File: src/hdl/uart_dbg_pkg.sv
/*
  Shared protocol definitions for the UART debug server.
  Byte codes of the host protocol, field sizes and the common data types.
  Modules import this package wherever they use its names.
*/
`default_nettype none

package uart_dbg_pkg;

  ////////////////////////////////////////////////////////////
  // Data types
  ////////////////////////////////////////////////////////////

  // One serial data byte
  typedef logic [7:0] byte_t;

  // Protocol address or length field
  typedef logic [63:0] doub_t;

  // Exit code of a finished computation
  typedef logic [31:0] word_t;

  ////////////////////////////////////////////////////////////
  // Protocol byte codes
  ////////////////////////////////////////////////////////////

  localparam byte_t cmd_read_c  = 8'h11;
  localparam byte_t cmd_write_c = 8'h12;
  localparam byte_t cmd_exec_c  = 8'h13;
  localparam byte_t ack_c       = 8'h06;
  localparam byte_t eot_c       = 8'h04;
  localparam byte_t eoc_c       = 8'h14;

  ////////////////////////////////////////////////////////////
  // Field sizes
  ////////////////////////////////////////////////////////////

  // Bytes per address or length field, sent LSB first
  localparam int unsigned AddrBytes = 8;

  // Bytes of the exit code after EOC
  localparam int unsigned CodeBytes = 4;

  // Only the low bits of a length are kept
  localparam int unsigned LenWidth = 16;

endpackage

`default_nettype wire

File: src/hdl/uart_rx.sv
/*
  UART receiver, 8 data bits, no parity, one stop bit.
  Emits a one-cycle strobe with the received byte once the stop bit checks out.
*/
`default_nettype none

module uart_rx #(
  parameter int unsigned ClksPerBit = 16
) (
  input  logic                clk,
  input  logic                reset_i,
  input  logic                rx_i,
  output logic                rx_valid_o,
  output uart_dbg_pkg::byte_t rx_byte_o
);

  import uart_dbg_pkg::*;

  localparam int unsigned CntWidth = $clog2(ClksPerBit);
  localparam int unsigned HalfBit  = ClksPerBit / 2;

  typedef enum logic [1:0] {
    RX_IDLE,
    RX_START,
    RX_DATA,
    RX_STOP
  } rx_state_e;

  rx_state_e           state_q;
  logic [1:0]          sync_q;
  logic                rx_s;
  logic [CntWidth-1:0] baud_q;
  logic [2:0]          bit_q;
  byte_t               shift_q;
  logic                valid_q;

  // Line after the two-flop synchronizer
  assign rx_s = sync_q[1];

  always_ff @(posedge clk) begin
    if (reset_i) begin
      sync_q  <= 2'b11;
      state_q <= RX_IDLE;
      baud_q  <= '0;
      bit_q   <= '0;
      valid_q <= 1'b0;
    end else begin
      sync_q  <= {sync_q[0], rx_i};
      valid_q <= 1'b0;
      case (state_q)
        RX_IDLE: begin
          if (!rx_s) begin
            state_q <= RX_START;
            baud_q  <= '0;
          end
        end
        // Recheck the line in the middle of the start bit
        RX_START: begin
          if (baud_q == CntWidth'(HalfBit - 1)) begin
            baud_q  <= '0;
            bit_q   <= '0;
            state_q <= rx_s ? RX_IDLE : RX_DATA;
          end else begin
            baud_q <= baud_q + 1'b1;
          end
        end
        RX_DATA: begin
          if (baud_q == CntWidth'(ClksPerBit - 1)) begin
            baud_q  <= '0;
            shift_q <= {rx_s, shift_q[7:1]};
            bit_q   <= bit_q + 1'b1;
            if (bit_q == 3'd7) begin
              state_q <= RX_STOP;
            end
          end else begin
            baud_q <= baud_q + 1'b1;
          end
        end
        // Low stop bit means a framing error, byte is dropped
        RX_STOP: begin
          if (baud_q == CntWidth'(ClksPerBit - 1)) begin
            baud_q  <= '0;
            valid_q <= rx_s;
            state_q <= RX_IDLE;
          end else begin
            baud_q <= baud_q + 1'b1;
          end
        end
        default: state_q <= RX_IDLE;
      endcase
    end
  end

  assign rx_valid_o = valid_q;
  assign rx_byte_o  = shift_q;

endmodule

`default_nettype wire

File: src/hdl/uart_tx.sv
/*
  UART transmitter, 8 data bits, no parity, one stop bit.
  A start strobe while idle sends one byte; busy stays high until the stop bit ends.
*/
`default_nettype none

module uart_tx #(
  parameter int unsigned ClksPerBit = 16
) (
  input  logic                clk,
  input  logic                reset_i,
  input  logic                tx_start_i,
  input  uart_dbg_pkg::byte_t tx_byte_i,
  output logic                tx_o,
  output logic                tx_busy_o
);

  localparam int unsigned CntWidth = $clog2(ClksPerBit);

  // Stop bit, data LSB first, start bit in bit 0
  logic [9:0]          frame_q;
  logic [CntWidth-1:0] baud_q;
  logic [3:0]          bit_q;
  logic                busy_q;

  always_ff @(posedge clk) begin
    if (reset_i) begin
      frame_q <= '1;
      baud_q  <= '0;
      bit_q   <= '0;
      busy_q  <= 1'b0;
    end else if (!busy_q) begin
      if (tx_start_i) begin
        frame_q <= {1'b1, tx_byte_i, 1'b0};
        baud_q  <= '0;
        bit_q   <= '0;
        busy_q  <= 1'b1;
      end
    end else if (baud_q == CntWidth'(ClksPerBit - 1)) begin
      // Next bit; ones shift in so the line rests high
      baud_q  <= '0;
      frame_q <= {1'b1, frame_q[9:1]};
      bit_q   <= bit_q + 1'b1;
      if (bit_q == 4'd9) begin
        busy_q <= 1'b0;
      end
    end else begin
      baud_q <= baud_q + 1'b1;
    end
  end

  assign tx_o      = frame_q[0];
  assign tx_busy_o = busy_q;

endmodule

`default_nettype wire

File: src/hdl/dbg_mem.sv
/*
  Byte-wide RAM behind the debug server.
  One write port and one read port sharing the address; read data is
  registered and appears the cycle after the read enable.
*/
`default_nettype none

module dbg_mem #(
  parameter int unsigned MemDepth = 256
) (
  input  logic                        clk,
  input  logic                        we_i,
  input  logic                        re_i,
  input  logic [$clog2(MemDepth)-1:0] addr_i,
  input  uart_dbg_pkg::byte_t         wdata_i,
  output uart_dbg_pkg::byte_t         rdata_o
);

  import uart_dbg_pkg::*;

  byte_t mem_q [MemDepth];
  byte_t rdata_q;

  always_ff @(posedge clk) begin
    if (we_i) begin
      mem_q[addr_i] <= wdata_i;
    end
    // Output holds its value between reads
    if (re_i) begin
      rdata_q <= mem_q[addr_i];
    end
  end

  assign rdata_o = rdata_q;

endmodule

`default_nettype wire

File: src/hdl/uart_dbg_ctrl.sv
/*
  Command FSM of the UART debug server.
  Decodes ACK, read, write and exec requests from the receiver, drives the
  RAM and sequences every reply byte through the transmitter.
  Pending EOC reports go out only between commands.
*/
`default_nettype none

module uart_dbg_ctrl #(
  parameter int unsigned MemDepth = 256
) (
  input  logic                        clk,
  input  logic                        reset_i,
  input  logic                        rx_valid_i,
  input  uart_dbg_pkg::byte_t         rx_byte_i,
  input  logic                        tx_busy_i,
  output logic                        tx_start_o,
  output uart_dbg_pkg::byte_t         tx_byte_o,
  output logic                        mem_we_o,
  output logic                        mem_re_o,
  output logic [$clog2(MemDepth)-1:0] mem_addr_o,
  output uart_dbg_pkg::byte_t         mem_wdata_o,
  input  uart_dbg_pkg::byte_t         mem_rdata_i,
  output logic                        exec_valid_o,
  output uart_dbg_pkg::doub_t         exec_addr_o,
  input  logic                        eoc_valid_i,
  input  uart_dbg_pkg::word_t         eoc_code_i
);

  import uart_dbg_pkg::*;

  localparam int unsigned AddrWidth = $clog2(MemDepth);
  localparam int unsigned LenBytes  = LenWidth / 8;
  localparam int unsigned CntWidth  = $clog2(AddrBytes);

  typedef enum logic [3:0] {
    S_IDLE,
    S_ADDR,
    S_LEN,
    S_SEND,
    S_WAIT,
    S_EXEC,
    S_WDATA,
    S_RFETCH,
    S_RDATA,
    S_EOT,
    S_EOC
  } state_e;

  state_e               state_q;
  state_e               ret_q;
  logic [CntWidth-1:0]  cnt_q;
  byte_t                cmd_q;
  byte_t                tx_byte_q;
  doub_t                addr_q;
  doub_t                addr_next;
  doub_t                exec_addr_q;
  logic [LenWidth-1:0]  len_q;
  logic [AddrWidth-1:0] mem_addr_q;
  logic                 eoc_pend_q;
  word_t                eoc_code_q;
  word_t                code_sr_q;

  // Address bytes arrive LSB first
  assign addr_next = {rx_byte_i, addr_q[$bits(doub_t)-1:8]};

  ////////////////////////////////////////////////////////////
  // Outputs
  ////////////////////////////////////////////////////////////

  assign tx_start_o   = (state_q == S_SEND || state_q == S_EXEC) && !tx_busy_i;
  assign tx_byte_o    = tx_byte_q;
  assign exec_valid_o = (state_q == S_EXEC) && !tx_busy_i;
  assign exec_addr_o  = exec_addr_q;
  assign mem_we_o     = (state_q == S_WDATA) && rx_valid_i && (len_q != '0);
  assign mem_wdata_o  = rx_byte_i;
  assign mem_re_o     = (state_q == S_RFETCH) && (len_q != '0);
  assign mem_addr_o   = mem_addr_q;

  ////////////////////////////////////////////////////////////
  // FSM
  ////////////////////////////////////////////////////////////

  always_ff @(posedge clk) begin
    if (reset_i) begin
      state_q    <= S_IDLE;
      ret_q      <= S_IDLE;
      cnt_q      <= '0;
      eoc_pend_q <= 1'b0;
    end else begin
      case (state_q)
        S_IDLE: begin
          if (rx_valid_i) begin
            cmd_q <= rx_byte_i;
            cnt_q <= '0;
            if (rx_byte_i == ack_c) begin
              tx_byte_q <= ack_c;
              ret_q     <= S_IDLE;
              state_q   <= S_SEND;
            end else if (rx_byte_i == cmd_read_c || rx_byte_i == cmd_write_c ||
                         rx_byte_i == cmd_exec_c) begin
              state_q <= S_ADDR;
            end
          end else if (eoc_pend_q) begin
            // Start the EOC report; code bytes follow
            eoc_pend_q <= 1'b0;
            code_sr_q  <= eoc_code_q;
            tx_byte_q  <= eoc_c;
            cnt_q      <= '0;
            ret_q      <= S_EOC;
            state_q    <= S_SEND;
          end
        end
        S_ADDR: begin
          if (rx_valid_i) begin
            addr_q <= addr_next;
            cnt_q  <= cnt_q + 1'b1;
            if (cnt_q == CntWidth'(AddrBytes - 1)) begin
              cnt_q      <= '0;
              mem_addr_q <= addr_next[AddrWidth-1:0];
              if (cmd_q == cmd_exec_c) begin
                exec_addr_q <= addr_next;
                tx_byte_q   <= ack_c;
                state_q     <= S_EXEC;
              end else begin
                state_q <= S_LEN;
              end
            end
          end
        end
        S_LEN: begin
          if (rx_valid_i) begin
            // Upper length bytes are dropped
            if (cnt_q < CntWidth'(LenBytes)) begin
              len_q <= {rx_byte_i, len_q[LenWidth-1:8]};
            end
            cnt_q <= cnt_q + 1'b1;
            if (cnt_q == CntWidth'(AddrBytes - 1)) begin
              tx_byte_q <= ack_c;
              ret_q     <= (cmd_q == cmd_read_c) ? S_RFETCH : S_WDATA;
              state_q   <= S_SEND;
            end
          end
        end
        S_SEND: begin
          if (!tx_busy_i) begin
            state_q <= S_WAIT;
          end
        end
        // Busy is high here for the whole frame
        S_WAIT: begin
          if (!tx_busy_i) begin
            state_q <= ret_q;
          end
        end
        S_EXEC: begin
          if (!tx_busy_i) begin
            ret_q   <= S_IDLE;
            state_q <= S_WAIT;
          end
        end
        S_WDATA: begin
          if (len_q == '0) begin
            state_q <= S_EOT;
          end else if (rx_valid_i) begin
            mem_addr_q <= mem_addr_q + 1'b1;
            len_q      <= len_q - 1'b1;
          end
        end
        // RAM read issued here, data is valid in S_RDATA
        S_RFETCH: begin
          state_q <= (len_q == '0) ? S_EOT : S_RDATA;
        end
        S_RDATA: begin
          tx_byte_q  <= mem_rdata_i;
          mem_addr_q <= mem_addr_q + 1'b1;
          len_q      <= len_q - 1'b1;
          ret_q      <= S_RFETCH;
          state_q    <= S_SEND;
        end
        S_EOT: begin
          tx_byte_q <= eot_c;
          ret_q     <= S_IDLE;
          state_q   <= S_SEND;
        end
        S_EOC: begin
          tx_byte_q <= code_sr_q[7:0];
          code_sr_q <= code_sr_q >> 8;
          cnt_q     <= cnt_q + 1'b1;
          ret_q     <= (cnt_q == CntWidth'(CodeBytes - 1)) ? S_IDLE : S_EOC;
          state_q   <= S_SEND;
        end
        default: state_q <= S_IDLE;
      endcase

      // Latch a report at any time, sent once idle
      if (eoc_valid_i) begin
        eoc_pend_q <= 1'b1;
        eoc_code_q <= eoc_code_i;
      end
    end
  end

endmodule

`default_nettype wire

File: src/hdl/uart_dbg_top.sv
/*
  Top level of the UART debug server.
  Connects the serial receiver and transmitter, the command FSM and the byte RAM.
*/
`default_nettype none

module uart_dbg_top #(
  parameter int unsigned ClksPerBit = 16,
  parameter int unsigned MemDepth   = 256
) (
  input  logic                clk,
  input  logic                reset_i,
  input  logic                uart_rx_i,
  output logic                uart_tx_o,
  output logic                exec_valid_o,
  output uart_dbg_pkg::doub_t exec_addr_o,
  input  logic                eoc_valid_i,
  input  uart_dbg_pkg::word_t eoc_code_i
);

  import uart_dbg_pkg::*;

  localparam int unsigned AddrWidth = $clog2(MemDepth);

  logic                 rx_valid;
  byte_t                rx_byte;
  logic                 tx_start;
  byte_t                tx_byte;
  logic                 tx_busy;
  logic                 mem_we;
  logic                 mem_re;
  logic [AddrWidth-1:0] mem_addr;
  byte_t                mem_wdata;
  byte_t                mem_rdata;

  uart_rx #(
    .ClksPerBit (ClksPerBit)
  ) u_rx (
    .clk        (clk),
    .reset_i    (reset_i),
    .rx_i       (uart_rx_i),
    .rx_valid_o (rx_valid),
    .rx_byte_o  (rx_byte)
  );

  uart_tx #(
    .ClksPerBit (ClksPerBit)
  ) u_tx (
    .clk        (clk),
    .reset_i    (reset_i),
    .tx_start_i (tx_start),
    .tx_byte_i  (tx_byte),
    .tx_o       (uart_tx_o),
    .tx_busy_o  (tx_busy)
  );

  uart_dbg_ctrl #(
    .MemDepth (MemDepth)
  ) u_ctrl (
    .clk          (clk),
    .reset_i      (reset_i),
    .rx_valid_i   (rx_valid),
    .rx_byte_i    (rx_byte),
    .tx_busy_i    (tx_busy),
    .tx_start_o   (tx_start),
    .tx_byte_o    (tx_byte),
    .mem_we_o     (mem_we),
    .mem_re_o     (mem_re),
    .mem_addr_o   (mem_addr),
    .mem_wdata_o  (mem_wdata),
    .mem_rdata_i  (mem_rdata),
    .exec_valid_o (exec_valid_o),
    .exec_addr_o  (exec_addr_o),
    .eoc_valid_i  (eoc_valid_i),
    .eoc_code_i   (eoc_code_i)
  );

  dbg_mem #(
    .MemDepth (MemDepth)
  ) u_mem (
    .clk     (clk),
    .we_i    (mem_we),
    .re_i    (mem_re),
    .addr_i  (mem_addr),
    .wdata_i (mem_wdata),
    .rdata_o (mem_rdata)
  );

endmodule

`default_nettype wire

File: config.mk
export PLATFORM = sky130hd
export DESIGN_NAME = uart_dbg_top
export DESIGN_NICKNAME = d
export VERILOG_FILES = /design/src/hdl/uart_dbg_pkg.sv /design/src/hdl/uart_rx.sv /design/src/hdl/uart_tx.sv /design/src/hdl/dbg_mem.sv /design/src/hdl/uart_dbg_ctrl.sv /design/src/hdl/uart_dbg_top.sv
export SDC_FILE = /design/constraint.sdc
export NUM_CORES = 2
export LEC_CHECK = 0
export ABC_AREA = 1
export BUFFER_PORTS_ARGS = -buffer_cell sky130_fd_sc_hd__buf_2
export CAP_MARGIN = 15
export CORE_ASPECT_RATIO = 0.5
export CORE_UTILIZATION = 30
export CTS_CLUSTER_SIZE = 25
export DETAILED_ROUTE_END_ITERATION = 12
export PLACE_DENSITY = 0.55
export SYNTH_ARGS = -nofsm -noshare
export SYNTH_HDL_FRONTEND = slang
export SYNTH_SLANG_ARGS = --single-unit
File: constraint.sdc
create_clock -name clk -period 7 [get_ports clk]
set_input_delay 0.35 -clock clk [delete_from_list [all_inputs] [get_ports clk]]
set_output_delay 0.35 -clock clk [all_outputs]
set_load 0.01 [all_outputs]
==> impl_metrics.ini <==
[clocking]
cts_resized = 0
clk_pin_slew_ns = 0.06
cts_tree = built
cts_made_buffers = 234
clock_latency_ns = 0.92
cts_buffer_depth = 4
cts.sinks = 2330
cts_max_level = 4
cts_root_buffer = clkbuf_16

[drt]
antenna_left = 0
wirelength_um = 268200
routed.top_layer = met5
via_per_inst = 4.611
dr_wl_met2_um = 122000
vias = 63700
drcViolationCount = 0
wl_met1_um = 118100
first_pass_iters = 9
wl_met3_um = 19130
drt_iter0_markers = 6567
avgRoutedWirePerCell_um = 19.42

[placement]
place_hpwl_um = 150200
io_buffers = 101
place_congestion = 0.8144
placed_cells = 13360
postPlaceCellArea_um2 = 103000
preCtsSetupSlack_ns = 2.771

[pwr]
p_seq_share_pct = 50.1
p_sw_share_pct = 25.40
clkPwrFrac_pct = 39.5
pwr_density_cell_nw_per_um2 = 276.2
p_switching_mw = 7.753
comb_power_share_pct = 10.4
ir_drop_v = 0.0002065
finalPower_mw = 30.53
power.static_leakage_nw = 43.25
p_int_mw = 22.77

[worst_setup_path]
slowest_delay_ns = 0.63
crit_path_end_kind = register
cp_cell_sequence = inv_8, buf_12, buf_4, nand2_1, nand3_1, nand2_1, nand2_1, nand2_1, o21ai_1, nand2_1, nor2_1, nor2_1, nor2_1, nand2_1
rr_worst_depth = 14
r2r_slack_ns = 2.67
r2r-start = u_ctrl.mem_addr_o[0]$_DFFE_PP_
cpMostUsedCell = nand2_1
crit_path_max_fanout = 155
r2r_end = u_mem.rdata_o[0]$_DFFE_PP_
arrival_ns = 4.93
critical_path_class = reg2reg
slowest_stage = buf_4
cp.required_ns = 7.60
startpoint_type = register

[synth]
async_flop_share_pct = 0
synth_flop_cell = edfxtp_1
synth-seq-cells = 2330
synth_area_per_cell_um2 = 10.58
yosys_warnings = 0
ys_seq_area_share_pct = 70.91
syn_area_um2 = 98070
netlist_top_cells_area = edfxtp_1 70%, nand2_1 14%, nor2_1 3.6%
synth.top_cell.area_share_pct = 70.06
synth.distinct_cells = 49
syn-num-nets = 9328
synthCells = 9271
synth_edf_count = 2288
yosysTopAreaCell = edfxtp_1

[timing]
tightestPinTransition_ns = 1.184
drv_slew = 0
rsz0062_at_grt = false
timing.final.hold_violations = 0
min_period_ns = 4.330
setup_ws_ns = 2.670
tns_ns = 0
fmax_ghz = 0.2310
finalCritPeriodShare_pct = 61.86
slew_headroom_pct = 20.81
finalSetupViolCount = 0
finalClockSkew_ns = 0.06727

[die]
initial_core_util_pct = 30.16
die_area_um2 = 329300
chipHeight_um = 406.3
rows = 148
ioPinCount = 102
die-width_um = 810.6
core_um2 = 325200

[grt]
grt_overflow = 0
grt_pass1_vias = 61480
antenna_found_initial = 7
track_usage_pct = 15.81
grt_pass1_wl_um = 395900
grt_max_degree = 189

[cells_and_area]
nets = 9338
fillers = 32580
syn_to_final_growth_pct = 12.69
instances_no_fill = 13810
drive_above_1_share_pct = 6.457
fin_area_um2 = 110500

[worst_hold_path]
holdPathEnd = u_ctrl.eoc_code_q[24]$_DFFE_PP_
worstHoldPathCells = 4
min_path_type = in2reg
hold_start = eoc_valid_i

[run_status]
status = finished, final reports clean

[run]
drv_cap = 0
==> layout make-up <==
cell class	count	area, µm²	share of cell area, %
Timing Repair Buffer	235	1884	1.705
Inverter	839	3167	2.865
Antenna cell	1	2.502	0.002264
Sequential cell	2330	69550	62.93
Tap cell	4350	5443	4.925
Clock buffer	293	6130	5.546
Multi-Input combinational cell	5641	23330	21.11
Clock inverter	125	1022	0.9249
==> synth_stat cells (31+ instances only) <==
| cell type | n |
|---|---|
| dfxtp_1 | 42 |
| o21ai_0 | 388 |
| buf_1 | 48 |
| nand3_1 | 366 |
| buf_2 | 173 |
| o21ai_1 | 208 |
| edfxtp_1 | 2288 |
| nor2_1 | 932 |
| nand2_1 | 3531 |
| clkbuf_1 | 201 |
| a21oi_1 | 31 |
| inv_1 | 831 |
| nor2_2 | 53 |
==> worst max-delay path by stage <==
stage	from	to	slack (ns)
floorplan	u_rx.rx_byte_o[1]$_DFFE_PP_	u_ctrl.tx_byte_o[0]$_DFFE_PP_	1.83
global placement	u_ctrl.mem_addr_o[0]$_DFFE_PP_	u_mem.rdata_o[0]$_DFFE_PP_	2.83
detailed placement	u_ctrl.mem_addr_o[0]$_DFFE_PP_	u_mem.rdata_o[0]$_DFFE_PP_	2.77
CTS	u_ctrl.mem_addr_o[0]$_DFFE_PP_	u_mem.rdata_o[0]$_DFFE_PP_	2.75
global route	u_ctrl.mem_addr_o[0]$_DFFE_PP_	u_mem.rdata_o[0]$_DFFE_PP_	2.55
finish	u_ctrl.mem_addr_o[0]$_DFFE_PP_	u_mem.rdata_o[0]$_DFFE_PP_	2.67
==> cells in the final DEF (no fill, tap or decap), types with 14 or more instances in the layout <==
| master | count |
|---|---|
| nor2_1 | 923 |
| o21ai_1 | 208 |
| clkinv_1 | 61 |
| nand2_1 | 3515 |
| nand3_1 | 366 |
| a21oi_1 | 30 |
| edfxtp_1 | 2288 |
| buf_2 | 102 |
| dlygate4sd3_1 | 34 |
| nor2_2 | 56 |
| nand2_2 | 15 |
| ha_1 | 21 |
| bufinv_16 | 16 |
| dfxtp_1 | 42 |
| o21ai_0 | 388 |
| xor2_1 | 14 |
| clkinv_2 | 36 |
| buf_4 | 76 |
| inv_1 | 831 |
| clkbuf_1 | 56 |
| buf_12 | 21 |
| clkbuf_16 | 236 |
==> sequential cells by signal, summed over array words and instances (netlist names), 3 cells and up, named ones only <==
signal and flops:
u_rx.baud_q 4, u_rx.bit_q 3, u_ctrl.state_q 4, u_tx.baud_q 4
u_mem.rdata_o 8, u_tx.bit_q 4, u_ctrl.cnt_q 3, u_ctrl.exec_addr_o 64
u_tx.frame_q 9, u_mem.mem_q 2048, u_ctrl.code_sr_q 32, u_ctrl.eoc_code_q 32
u_ctrl.len_q 16, u_ctrl.mem_addr_o 8, u_ctrl.cmd_q 8, u_rx.rx_byte_o 8
u_ctrl.tx_byte_o 8, u_ctrl.ret_q 4, u_ctrl.addr_q 56
==> critical path, delay by kind of cell, from the launching register on <==
family	cells	cell delay, ns
AOI/OAI and AO/OA	1	0.25
DFF	1	0.51
and+or+nand+nor	10	1.40
buffers and inverters	3	1.69
==> what timing repair did <==
item,CTS,global route
setup endpoints to repair,0,0
buffers inserted,0,0
hold buffers,34,0
endpoints found under the hold margin,44,0
==> cells by family (layout without fill, tap and decap cells) <==
family / Yosys count / count (layout) / share of synthesized area (%)
AOI/OAI and AO/OA: 661 / 661 / 3.475
xor gates and xnor gates: 19 / 19 / 0.1697
adders and majority gates: 21 / 21 / 0.2679
buffers and inverters: 1300 / 1492 / 5.445
DFF: 2330 / 2330 / 70.91
other: 0 / 1 / 0
and+or+nand+nor: 4940 / 4940 / 19.73
==> stage by stage <==
stage	hold slack [ns]	utilization [%]
CTS	0.08502	33.98
floorplan	0.3895	-
finish	0.1461	33.99
global route	0.1352	33.99
detailed placement	0.4321	31.67
global placement	0.4240	31.67
==> power groups by stage <==
stage / Sequential (mW) / Clock [mW] / Combinational (mW)
6_report: 15.3 / 12.1 / 3.17
5_1_grt: 15.3 / 12.8 / 3.51
4_1_cts: 15.3 / 12.3 / 3.16
3_5_place_dp: 15.6 / 0 / 3.14
3_3_place_gp: 15.6 / 0 / 3.14
2_1_floorplan: 15.5 / 0 / 2.09
==> routing by layer <==
layer  vias up  global-route usage, %
met5         -                      0
met4         4                  5.234
met3       434                  2.895
met2      1936                  25.20
met1     30980                  21.83
li1      30340                      -
(Power assumes the default switching activity.)
